==> config.mk <==
export PLATFORM = sky130hd
export DESIGN_NAME = accum_wb_regs
export DESIGN_NICKNAME = d
export VERILOG_FILES = /design/src/accum_pkg.sv /design/src/accum_wb_regs.sv
export SDC_FILE = /design/constraint.sdc
export NUM_CORES = 1
export LEC_CHECK = 0
export BUFFER_PORTS_ARGS = -buffer_cell sky130_fd_sc_hd__buf_2
export CAP_MARGIN = 20
export CELL_PAD_IN_SITES_DETAIL_PLACEMENT = 1
export CELL_PAD_IN_SITES_GLOBAL_PLACEMENT = 1
export CORE_MARGIN = 4
export CORE_UTILIZATION = 41
export DETAILED_ROUTE_END_ITERATION = 7
export GPL_TIMING_DRIVEN = 0
export PLACE_DENSITY = 0.95
export SYNTH_ARGS = -nofsm -noshare
export SYNTH_HDL_FRONTEND = slang
export SYNTH_SLANG_ARGS = --single-unit
==> constraint.sdc <==
create_clock -name memclk -period 2.6 [get_ports memclk]
set_input_delay 0.26 -clock memclk [delete_from_list [all_inputs] [get_ports memclk]]
set_output_delay 0.26 -clock memclk [all_outputs]
set_load 0.1 [all_outputs]
==> src/accum_pkg.sv <==
package accum_pkg;

    // fixed counts of the accumulator
    localparam int NUM_SURFS        = 7;
    localparam int CHUNKS_PER_EVENT = 4;
    // buffer read latency in memclk cycles
    localparam int READ_LATENCY     = 2;
    // largest run of samples one SURF puts into one chunk
    localparam int MAX_SAMPLES      = 384;

    typedef logic [63:0] surf_word_t;
    // two banks of 7 x 384 words
    typedef logic [12:0] buf_addr_t;
    typedef logic [8:0]  sample_cnt_t;
    typedef logic [1:0]  chunk_t;
    typedef logic [2:0]  surf_idx_t;
    // chunk number on top, surf index below
    typedef logic [4:0]  payload_user_t;
    typedef logic [1:0]  wb_adr_t;
    typedef logic [31:0] wb_data_t;

    // start of bank 1, bank 0 sits at zero
    localparam buf_addr_t BANK_WORDS = buf_addr_t'(NUM_SURFS * MAX_SAMPLES);

    // one write slot per SURF lane
    typedef enum logic [3:0] {
        ST_IDLE,
        ST_PREP,
        ST_WRITE0,
        ST_WRITE1,
        ST_WRITE2,
        ST_WRITE3,
        ST_WRITE4,
        ST_WRITE5,
        ST_WRITE6,
        ST_SIGNAL
    } seq_state_t;

endpackage
==> src/accum_wb_regs.sv <==
module accum_wb_regs (
    input  logic                memclk,
    input  logic                memresetn,
    input  logic                wb_cyc,
    input  logic                wb_stb,
    input  logic                wb_we,
    input  accum_pkg::wb_adr_t  wb_adr,
    input  accum_pkg::wb_data_t wb_dat_w,
    output accum_pkg::wb_data_t wb_dat_r,
    output logic                wb_ack,
    output logic                enable,
    input  logic                chunk_done,
    input  logic                overflow_event,
    input  logic                chunk_read
);
    import accum_pkg::*;

    logic        ctrl_enable;
    logic        overflow_flag;
    logic [15:0] written_cnt;
    logic [15:0] read_cnt;
    logic        access;
    logic        wr_access;
    wb_data_t    rd_word;

    // one access per cycle, the ack cycle itself does not start another
    assign access    = wb_cyc && wb_stb && !wb_ack;
    assign wr_access = access && wb_we;
    assign enable    = ctrl_enable;

    always_comb begin
        case (wb_adr)
            2'd0:    rd_word = {31'b0, ctrl_enable};
            2'd1:    rd_word = {31'b0, overflow_flag};
            2'd2:    rd_word = {16'b0, written_cnt};
            default: rd_word = {16'b0, read_cnt};
        endcase
    end

    always_ff @(posedge memclk) begin
        if (!memresetn) begin
            wb_ack        <= 1'b0;
            ctrl_enable   <= 1'b0;
            overflow_flag <= 1'b0;
            written_cnt   <= '0;
            read_cnt      <= '0;
        end else begin
            wb_ack <= access;
            if (wr_access && wb_adr == 2'd0) begin
                ctrl_enable <= wb_dat_w[0];
            end
            // a new overflow wins over a clear in the same cycle
            if (overflow_event) begin
                overflow_flag <= 1'b1;
            end else if (wr_access && wb_adr == 2'd1 && wb_dat_w[0]) begin
                overflow_flag <= 1'b0;
            end
            // both counters wrap
            if (chunk_done) begin
                written_cnt <= written_cnt + 1'b1;
            end
            if (chunk_read) begin
                read_cnt <= read_cnt + 1'b1;
            end
        end
    end

    // read data lines up with ack
    always_ff @(posedge memclk) begin
        if (access) begin
            wb_dat_r <= rd_word;
        end
    end

endmodule

==> Flow_metrics.wiki, run 1 <==
{| class="wikitable"
! Metric !! Value
|-
| Number of buffers on the longest clock path || 2
|-
| Number of nets in the finished design || approximately 330
|-
| Hold/Removal Path Class || input port to register
|-
| Post-detailed-route wirelength per cell || 16.7 um
|-
| Clock buffers created by TritonCTS || 5
|-
| Total length of routed wires || between 6000 and 7000 um
|-
| TritonCTS Sinks || between 50 and 60
|-
| Synth Warn # || 0
|-
| Area inside the core boundary || 0.00561 mm^2
|-
| Worst min-delay path endpoint || overflow_flag
|-
| First DRT Iteration DRCs || 62
|-
| Most frequently used flop master after synthesis || dfxtp_1
|-
| Critical R2R Capture || read_cnt[14]
|-
| First-pass GRT wire length || 10000 um
|-
| Worst setup SP type || register
|-
| Clock tree from TritonCTS || done
|-
| Synth Area per Inst || 9.99 um^2
|-
| Count of pins over their slew limit || 0
|-
| Share of layout cells above drive strength 1 || between 10% and 20%
|-
| Total routing usage reported by global routing || 17.4%
|-
| Power after layout || 1.68 mW
|-
| I/O pin total || 76
|-
| Post-detailed-placement cell area || 0.00269 mm^2
|-
| Cell area after technology mapping || between 0.002 and 0.0025 mm^2
|-
| Root buffer cell || clkbuf_8
|-
| DRC violations left || 0
|-
| Number of antenna violations at the first check in global routing || 0
|-
| Detailed Place HPWL || between 4000 and 5000 um
|-
| Relative max-transition margin || between 50% and 60%
|-
| Filler Cells Inserted || about 660
|-
| Number of hold-slack violations in the final timing report || 0
|-
| Path type of the worst setup path || register to register
|-
| Most frequent cells in the layout || dfxtp_1, nor2_1, buf_2
|-
| Leading cell type in the layout, fill and taps excluded || dfxtp_1
|-
| Die outline area || slightly above 0.007 mm^2
|-
| Design area || about 0.0028 mm^2
|-
| Final setup TNS || 0 ps
|-
| Area taken by flip-flops and latches || around 0.0012 mm^2
|-
| RSZ-0062 raised after global routing || no
|-
| Hold depth || 2
|-
| Post-route minimum period || approximately 1800 ps
|-
| Hold path startpoint || overflow_event
|-
| Setup slack of the worst register-to-register path || 840 ps
|-
| Leakage dissipation || about 1.1 nW
|-
| Launching point of the worst reg2reg path || read_cnt[0]
|-
| Die width || about 85 um
|-
| Data arrival, critical path || ~1900 ps
|-
| Area taken by multi-input logic gates || between 0.001 and 0.0015 mm^2
|-
| Depth of the most critical reg-to-reg path || 5
|-
| Crit. Startpoint || read_cnt[0]
|-
| Routed via count divided by cell count || around 5.3
|-
| Critical path data required time || roughly 2800 ps
|-
| ANT cells || 0
|-
| Die Height || approximately 85 um
|-
| Count of maximum capacitance violations || 0
|-
| Power density over cell area || between 600 and 700 mW/mm^2
|-
| Global route overflow || 0
|-
| Number of buffers inserted by port buffering || 24
|-
| Buffers inserted during post-CTS setup optimization || 0
|-
| Number of core rows || 27
|-
| Final setup violation count || 0
|-
| Count of TritonRoute iterations in the first routing pass || 4
|-
| Post-route clock period utilization || 67.6%
|-
| Number of vias in the routed layout || about 1900
|-
| Number of gates resized after CTS || 0
|-
| Clock Skew || 7.72 ps
|-
| Syn Inst Count || approximately 240
|-
| Via count of the first global-routing pass || around 2100
|-
| Number of synthesized register bits || 51
|-
| Initial cell density of the core || between 40% and 50%
|-
| Max Clock Freq || 0.569 GHz
|-
| Peak ir drop on the vdd network || between 0.2 and 0.3 mV
|-
| Share of async-settable or async-resettable flops after synthesis || 0%
|-
| Max FO, Critical Path || 6
|-
| Area grow syn2layout || 15.4%
|-
| H-Tree Level Count || 2
|-
| Cts-stage hold buffer count || 0
|-
| Largest net degree at the start of global routing || 17
|-
| Clk slew on worst S/H paths || 90 ps
|-
| Routed Antenna Nets || 0
|-
| Insertion delay to the later sink of the worst-skew pair || roughly 300 ps
|-
| Layout Utilization || 50.0%
|-
| Number of different library cells in the post-synthesis netlist || 38
|-
| Outcome || completed
|-
| GPL Wtd Cong || approximately 0.85
|-
| Worst slew pin tran || between 600 and 700 ps
|-
| Kind of end point of the critical path || register
|-
| Post-synth EDFFs || 16
|-
| Post-synthesis sequential area ratio || roughly half
|}
-- Yosys cell counts (4+ instances only) --
library cell  number  area [um^2]
nand3_1           10         50.1
or3_1              4         25.0
o21ai_0            4         20.0
nor3_1             4         20.0
nor2_1            28          105
buf_4             17          128
edfxtp_1          16          480
nor2b_1           15         93.8
xnor2_1           10         87.6
dfxtp_1           35          701
nor4_1             5         31.3
a21oi_1            6         30.0
nand4_1            8         50.1
xor2_1            12          105
clkbuf_1           6         22.5
inv_1              5         18.8
nand2_1           12         45.0
mux2i_1           20          200
-- power breakdown --
group	total (mW)	switching (mW)	internal, mW
registers	0.853	0.0142	0.838
clock network	0.535	0.253	0.282
logic	0.294	0.239	0.0549
-- stage by stage --
step / hold WS, ps / setup slack (ps) / std cells
6_report: 165 / 841 / 362
2_1_floorplan: 378 / 882 / 258
5_1_grt: 167 / 790 / 362
3_3_place_gp: 451 / 1040 / 354
3_5_place_dp: 476 / 912 / 354
4_1_cts: 161 / 883 / 362
-- per-layer routing --
metal / track usage [%] / wire [um] / part of all wire, % / vias up
met3: 3.20 / 326 / 5.4 / 10
met5: 0 / 0 / 0 / -
met4: 7.63 / 139 / 2.3 / 0
met2: 31.1 / 3240 / 53 / 66
met1: 20.1 / 2350 / 39 / 950
li1: - / - / - / 899
-- worst max-delay path by stage --
stage	end	slack, ps	depth (start not counted)
finish	read_cnt[14]	840	5
floorplan	enable	880	4
global route	read_cnt[11]	790	4
global placement	read_cnt[11]	1040	4
CTS	read_cnt[14]	880	5
detailed placement	read_cnt[14]	910	5
-- registers in the layout, summed over array words and instances (netlist names) --
register and cells:
read_cnt 16, overflow_flag 1, written_cnt 16, enable 1
wb_ack 1, wb_dat_r 16
-- area by class of cell --
| cell class | count | share of cell area [%] |
|---|---|---|
| sequential | 51 | 42.2 |
| multi-input combinational | 175 | 39.5 |
| buffer | 27 | 6.30 |
| timing repair buffer | 24 | 4.29 |
| tap | 72 | 3.22 |
| clock buffer | 5 | 2.46 |
| clock inverter | 3 | 1.38 |
| inverter | 5 | 0.670 |
-- kinds of logic after synthesis --
| kind of cell | share of synthesized area [%] |
|---|---|
| other | 0.154 |
| multiplexers | 9.18 |
| XOR/XNOR | 7.94 |
| AO/OA/AOI/OAI | 3.25 |
| flip-flops | 48.7 |
| adder cells (fa/ha/maj) | 1.03 |
| buffers and inverters | 8.04 |
| AND/OR/NAND/NOR | 21.8 |
-- critical path, cell delays in order (launching register included) --
cell and delay [ps]:
dfxtp_1 440, ha_1 220, nand3_1 260, nor4_1 460, xnor2_1 180, nor2_1 70
(Power assumes the default switching activity.)
==> run 2, diff against run 1 <==
- CORE_UTILIZATION: 41 -> 34
- PLACE_DENSITY: 0.95 -> 0.87
- clock period: 2.6 -> 1.4 ns (I/O delays scaled with it)
==> run 2 against run 1 <==
  * Largest power group unchanged
  * Sequential share of layout area down 4.4 points
  * Setup slack lost 900 ps
  * Combinational power increased by 100%
  * Register-to-register slack worse by 900 ps
  * Critical path depth decreased by 1
  * Clock skew decreased by 1.2 ps
  * Utilization shrank 2.1 points
  * The run now ends with setup timing left
  * Hold slack got worse by 120 ps
==> Flow_metrics.wiki, run 2 (synthesis gave the netlist of run 1 again) <==
{| class="wikitable"
! Metric !! Value
|-
| Outcome || finished, violations left
|-
| Violated checks || setup timing
|-
| Path type of the worst setup path || register to register
|-
| Number of vias in the routed layout || 2047 (+6.3%)
|-
| Die width || 92.5 um (+8.9%)
|-
| H-Tree Level Count || 2 (unchanged)
|-
| GPL Wtd Cong || 0.842 (-0.46%)
|-
| Leading cell type in the layout, fill and taps excluded || buf_4
|-
| Share of layout cells above drive strength 1 || 40.8% (+21 points)
|-
| Crit. Startpoint || written_cnt[8]
|-
| Post-detailed-route wirelength per cell || 19.6 um (+17%)
|-
| DRC violations left || 0 (unchanged)
|-
| Die outline area || 0.00856 mm^2 (+19%)
|-
| Number of core rows || 30 (+11%)
|-
| Power after layout || 3.01 mW (+79%)
|-
| Count of pins over their slew limit || 0 (unchanged)
|-
| Data arrival, critical path || 1690 ps (-240 ps)
|-
| Placed insts || 378 (+6.8%)
|-
| Hold/Removal Path Class || input port to register
|-
| Insertion delay to the later sink of the worst-skew pair || 310 ps (about the same)
|-
| Routed via count divided by cell count || 4.99 (-6.1%)
|-
| Launching point of the worst reg2reg path || written_cnt[8]
|-
| Power density over cell area || 917 mW/mm^2 (+53%)
|-
| Total routing usage reported by global routing || 17.3% (-0.12 points)
|-
| Largest net degree at the start of global routing || 17 (unchanged)
|-
| Clock Skew || 6.54 ps (-1.18 ps)
|-
| Clock tree from TritonCTS || done
|-
| Number of buffers on the longest clock path || 2 (unchanged)
|-
| Area inside the core boundary || 0.00687 mm^2 (+22%)
|-
| Global route overflow || 0 (unchanged)
|-
| TritonCTS Sinks || 51 (unchanged)
|-
| ANT cells || 0 (unchanged)
|-
| Largest registers || read_cnt (16), wb_dat_r (16), written_cnt (16)
|-
| First DRT Iteration DRCs || 134 (+120%)
|-
| Setup slack of the worst register-to-register path || -50 ps (-900 ps)
|-
| RSZ-0062 raised after global routing || yes
|-
| Post-placement worst setup slack || -272 ps (-1180 ps)
|-
| Clock buffers created by TritonCTS || 5 (unchanged)
|-
| Routed Antenna Nets || 0 (unchanged)
|-
| Depth of the most critical reg-to-reg path || 4 (-1)
|-
| Peak ir drop on the vdd network || 0.327 mV (+28%)
|-
| Kind of end point of the critical path || register
|-
| Number of nets in the finished design || 357 (+7.2%)
|-
| Most frequent cells in the layout || buf_4, nor2_1, buf_2
|-
| Area grow syn2layout || 35.4%
|-
| Number of hold-slack violations in the final timing report || 0 (unchanged)
|-
| Max FO, Critical Path || 5 (-1)
|-
| Worst setup SP type || register
|-
| Clk slew on worst S/H paths || 90 ps (about the same)
|-
| Number of buffers inserted by port buffering || 24 (unchanged)
|-
| Root buffer cell || clkbuf_8
|-
| Final setup violation count || 3 (+3)
|-
| Count of TritonRoute iterations in the first routing pass || 4 (unchanged)
|-
| Relative max-transition margin || 55.6% (+1.0 points)
|-
| Die Height || 92.5 um (+8.9%)
|-
| First-pass GRT wire length || 11300 um (+13%)
|-
| I/O pin total || 76 (unchanged)
|-
| Count of maximum capacitance violations || 0 (unchanged)
|-
| Worst slew pin tran || 665 ps (-14.8 ps)
|-
| Final non-filler cell total || 410 (+13%)
|-
| Critical path data required time || 1630 ps (-1150 ps)
|-
| Via count of the first global-routing pass || 2112 (+1.1%)
|-
| Max Clock Freq || 0.688 GHz (+21%)
|-
| Leakage dissipation || 1.36 nW (+25%)
|-
| Final setup TNS || -129 ps (-129 ps)
|-
| Capturing element of the worst setup path || written_cnt[13]
|-
| Post-route minimum period || 1450 ps (-305 ps)
|-
| Total length of routed wires || 8030 um (+33%)
|-
| Number of antenna violations at the first check in global routing || 0 (unchanged)
|-
| Post-route clock period utilization || 104% (+36 points)
|-
| Cts-stage hold buffer count || 0 (unchanged)
|-
| Crit path setup slack, layout || -54.0 ps (-895 ps)
|-
| Detailed Place HPWL || 4280 um (-1.6%)
|-
| Initial cell density of the core || 35.3% (-7.9 points)
|-
| Critical R2R Capture || written_cnt[13]
|}
run 2: cell types whose count changed in the layout (fill, tap and decap cells not counted), moves of 3 or more:
cell / before / now
dfxtp_1: 35 / 11
buf_4: 17 / 38
dfxtp_2: 0 / 12
dfxtp_4: 0 / 12
nor4_1: 5 / 0
nor4_4: 0 / 5
nand3_1: 10 / 7
nor3_1: 4 / 1
run 2: worst min path at each step:
stage	start	endpoint	cells past startpoint
after floorplan	memresetn	overflow_flag	1
after global placement	overflow_event	overflow_flag	2
after detailed placement	overflow_event	overflow_flag	2
after CTS	overflow_event	overflow_flag	2
after global routing	overflow_event	overflow_flag	2
final	overflow_event	overflow_flag	2
run 2: cell type report:
class	count	area, um^2
flip-flops and latches	51	1240
repair buffers	49	332
fillers	783	3580
clock buffers	6	72.6
multi-input cells	175	1310
well taps	96	120
plain buffers	26	181
inverters	5	22.5
clock inverters	2	8.76
run 2: what timing repair did:
action / CTS / global route
endpoints found under the hold margin: 0 / 0
buffers inserted: 13 / 12
pin swaps: 5 / 8
cloned: 0 / 0
gates resized for setup: 37 / 42
endpoints found under the setup margin: 32 / 34
run 2: stage by stage:
step | hold slack (ps) | util, % | area [um^2]
2_1_floorplan | 258 | - | 2490
3_3_place_gp | 362 | 39.7 | 2730
3_5_place_dp | 372 | 39.7 | 2730
4_1_cts | 49.5 | 43.9 | 3020
5_1_grt | 65.1 | 47.8 | 3290
6_report | 44.9 | 47.8 | 3290
run 2: where the power goes:
part | total [mW] | internal (mW) | switching [mW]
combinational | 0.592 | 0.125 | 0.468
clock | 0.845 | 0.345 | 0.499
sequential | 1.58 | 1.54 | 0.0321
run 2: per-layer routing:
metal / GRT usage [%] / share of wire (%) / up-vias
li1: - / - / 943
met1: 19.6 / 38 / 1010
met2: 31.4 / 53 / 74
met3: 3.82 / 5.8 / 20
met4: 6.68 / 2.7 / 0
met5: 0 / 0 / -
run 2: critical path: stages (launching register included):
cell	delay, ps
dfxtp_2	360
and4_4	260
nand2_4	80
or4_4	520
a21oi_1	160
==> run 3, diff against run 2 <==
- ABC_AREA: default -> 1
- CORE_UTILIZATION: 34 -> 33
==> run 3 against run 2 <==
  * The flow now finishes without violations
  * Sequential share of layout area rose by 2.6 points
  * Sequential cell count is the same
  * Routed wire length fell by 21%
  * Synthesized cell count up 33%
  * Utilization decreased by 7.8 points
  * Non-clock buffer count shrank 27
==> Flow_metrics.wiki, run 3 <==
{| class="wikitable"
! Metric !! Value
|-
| Path type of the worst setup path || register to register
|-
| Design area || 0.00295 mm^2 (-10%)
|-
| Synth Area per Inst || 7.83 um^2 (-22%)
|-
| Root buffer cell || clkbuf_8
|-
| Share of synthesized area spent on multiplexers || 0% (-9.2 points)
|-
| Met2 Routed Length || 3380 um (-21%)
|-
| Post-route minimum period || 1260 ps (-196 ps)
|-
| Initial cell density of the core || 34.4% (-0.91 points)
|-
| Number of core rows || 31 (+3.3%)
|-
| Critical path data required time || 1350 ps (-280 ps)
|-
| Clock buffers created by TritonCTS || 5 (unchanged)
|-
| Relative max-transition margin || 61.6% (+6.0 points)
|-
| Number of buffers on the longest clock path || 2 (unchanged)
|-
| Count of maximum capacitance violations || 0 (unchanged)
|-
| Final non-filler cell total || 473 (+15%)
|-
| Clk slew on worst S/H paths || 90 ps (about the same)
|-
| DRC violations left || 0 (unchanged)
|-
| Worst setup SP type || register
|-
| Count of buffering cells on the critical path with inverters included || 2 (+2)
|-
| TritonCTS Sinks || 51 (unchanged)
|-
| Die outline area || 0.00916 mm^2 (+7.0%)
|-
| Placed insts || 465 (+23%)
|-
| Power density over cell area || 990 mW/mm^2 (+8.0%)
|-
| Routed Antenna Nets || 0 (unchanged)
|-
| Area grow syn2layout || 16.3%
|-
| Count of TritonRoute iterations in the first routing pass || 4 (unchanged)
|-
| GPL Wtd Cong || 0.794 (-5.6%)
|-
| Post-synthesis sequential area ratio || 46.5% (-2.1 points)
|-
| Largest incremental delay on the critical path || 380 ps (-140 ps)
|-
| Max Used Layer || met4
|-
| Slowest library cell on the worst path || clkinvlp_4
|-
| Post-synth EDFFs || 16 (unchanged)
|-
| Area inside the core boundary || 0.00737 mm^2 (+7.3%)
|-
| WL met3 || 236 um (-49%)
|-
| Fraction of synthesized cell area taken by the top area cell type || 27.6% (-1.3 points)
|-
| Power after layout || 2.92 mW (-3.1%)
|-
| Clock Skew || 9.07 ps (+2.53 ps)
|-
| XOR/XNOR Fraction of Synth Area || 0.345% (-7.6 points)
|-
| Synth Warn # || 0 (unchanged)
|-
| Total routing usage reported by global routing || 15.1% (-2.2 points)
|-
| Cell chain of the critical path || inv_1, nand3_1, clkinvlp_4
|-
| Filler Cells Inserted || 945 (+21%)
|-
| Category of cells accounting for the largest share of critical-path delay || buffers and inverters
|-
| Global route overflow || 0 (unchanged)
|-
| Number of vias in the routed layout || 2180 (+6.5%)
|-
| H-Tree Level Count || 2 (unchanged)
|-
| Routed via count divided by cell count || 4.61 (-7.7%)
|-
| Number of buffers inserted by port buffering || 27 (+13%)
|-
| Met1 WL || 2670 um (-13%)
|-
| I/O pin total || 76 (unchanged)
|-
| First-pass GRT wire length || 10700 um (-4.8%)
|-
| Peak ir drop on the vdd network || 0.374 mV (+14%)
|-
| Count of pins over their slew limit || 0 (unchanged)
|-
| Main combinational cell family by area after synthesis || simple AND/OR/NAND/NOR gates
|-
| Number of different library cells in the post-synthesis netlist || 29 (-24%)
|-
| Final setup violation count || 0 (-3)
|-
| Cts-stage hold buffer count || 0 (unchanged)
|-
| Clock tree from TritonCTS || done
|-
| Hold/Removal Path Class || input port to register
|-
| Top area cells in the synthesized netlist || dfxtp_1, edfxtp_1, nand2_1
|-
| Number of synthesized register bits || 51 (unchanged)
|-
| Outcome || completed
|-
| Post-detailed-route wirelength per cell || 13.5 um (-31%)
|-
| Max FO, Critical Path || 16 (+11)
|-
| Cell area after technology mapping || 0.00254 mm^2 (+4.5%)
|-
| Insertion delay to the later sink of the worst-skew pair || 310 ps (about the same)
|-
| Post-detailed-placement cell area || 0.00285 mm^2 (+4.6%)
|-
| Share of layout cells above drive strength 1 || 23.8% (-17 points)
|-
| Number of antenna violations at the first check in global routing || 0 (unchanged)
|-
| First DRT Iteration DRCs || 101 (-25%)
|-
| Number of nets in the finished design || 417 (+17%)
|-
| Simple-gate share of the synthesized area || 29.3% (+7.6 points)
|-
| Via count of the first global-routing pass || 2310 (+9.4%)
|-
| Detailed Place HPWL || 5080 um (+19%)
|-
| Data arrival, critical path || 1210 ps (-480 ps)
|-
| Leading cell type in the layout, fill and taps excluded || nand2_1
|-
| Kind of end point of the critical path || register
|-
| Cell accounting for the most synthesized area || dfxtp_1
|-
| ANT cells || 0 (unchanged)
|-
| Most frequent cells in the layout || nand2_1, nor2_1, inv_1
|-
| Post-route clock period utilization || 89.9% (-14 points)
|-
| RSZ-0062 raised after global routing || no
|-
| Largest registers || read_cnt (16), wb_dat_r (16), written_cnt (16)
|-
| Largest net degree at the start of global routing || 17 (unchanged)
|-
| Max Clock Freq || 0.795 GHz (+16%)
|-
| Number of hold-slack violations in the final timing report || 0 (unchanged)
|-
| Leakage dissipation || 1.18 nW (-13%)
|-
| Area fraction in compound gates after synthesis || 10.4% (+7.1 points)
|-
| Share of async-settable or async-resettable flops after synthesis || 0% (unchanged)
|-
| Synth cell count leaders || nand2_1, inv_1, nor2_1
|-
| Total length of routed wires || 6370 um (-21%)
|-
| Die width || 95.7 um (+3.5%)
|-
| Area share of fa/ha/maj cells after synthesis || 0.986% (-0.045 points)
|-
| Final setup TNS || 0 ps (+129 ps)
|-
| Worst slew pin tran || 576 ps (-89.9 ps)
|-
| Cell with the most instances after synthesis || nand2_1
|-
| Die Height || 95.7 um (+3.5%)
|-
| Most frequently used flop master after synthesis || dfxtp_1
|-
| Syn Inst Count || 324 (+33%)
|}
[run 3: cell types whose count changed in the layout (fill, tap and decap cells not counted), moves of 14 or more]
cell / before / now
buf_4: 38 / 18
mux2i_1: 20 / 0
dfxtp_1: 11 / 30
inv_1: 4 / 38
nand2_1: 11 / 61
a21oi_1: 4 / 18
nor2b_1: 15 / 0
[run 3: cell families after synthesis]
family / after synthesis
AOI/OAI and AO/OA: 47
xor gates and xnor gates: 1
adders and majority gates: 2
buffers and inverters: 65
DFF: 51
other: 1
and+or+nand+nor: 157
[run 3: area by class of cell]
| class | count | area (um^2) | share of cell area [%] |
|---|---|---|---|
| tap | 99 | 124 | 4.20 |
| multi-input combinational | 223 | 1100 | 37.3 |
| inverter | 44 | 169 | 5.73 |
| clock buffer | 6 | 72.6 | 2.46 |
| clock inverter | 2 | 12.5 | 0.424 |
| buffer | 21 | 146 | 4.96 |
| sequential | 51 | 1190 | 40.3 |
| timing repair buffer | 27 | 135 | 4.58 |
[run 3: worst paths after layout]
| path | slack (ps) | cells after the start | start | to |
|---|---|---|---|---|
| setup / recovery | 140 | 3 | wb_ack | wb_dat_r[3] |
| setup reg to reg | 140 | 3 | wb_ack | wb_dat_r[3] |
| hold reg to reg | 480 | 2 | enable | enable |
| hold / removal | 40 | 3 | overflow_event | overflow_flag |
[run 3: repair_timing]
action,in CTS,in global routing
setup buffers,0,0
setup endpoints to repair,0,24
resized for setup,0,6
[run 3: power by group]
part / internal [mW] / switching, mW / total, mW
Combinational: 0.0833 / 0.418 / 0.501
Sequential: 1.55 / 0.0235 / 1.58
Clock: 0.351 / 0.493 / 0.843
[run 3: per-layer routing]
metal | global-route usage (%) | vias to the layer above
li1 | - | 1121
met1 | 17.5 | 1023
met2 | 28.3 | 30
met3 | 2.58 | 6
met4 | 4.50 | 0
met5 | 0 | -
[run 3: through the flow]
| stage | setup slack, ps | utilization [%] | hold WS, ps |
|---|---|---|---|
| after CTS | 13.2 | 39.9 | 34.6 |
| after detailed placement | 15.5 | 38.7 | 355 |
| final | 142 | 40.0 | 40.8 |
| after global placement | 38.4 | 38.7 | 351 |
| after global routing | 24.8 | 40.0 | 42.2 |
| after floorplan | 18.4 | - | 230 |
[run 3: worst min-delay path, delay by kind of cell]
family          cells  cell delay, ps
simple gates        1              60
buf+inv             1              70
compound gates      1              30
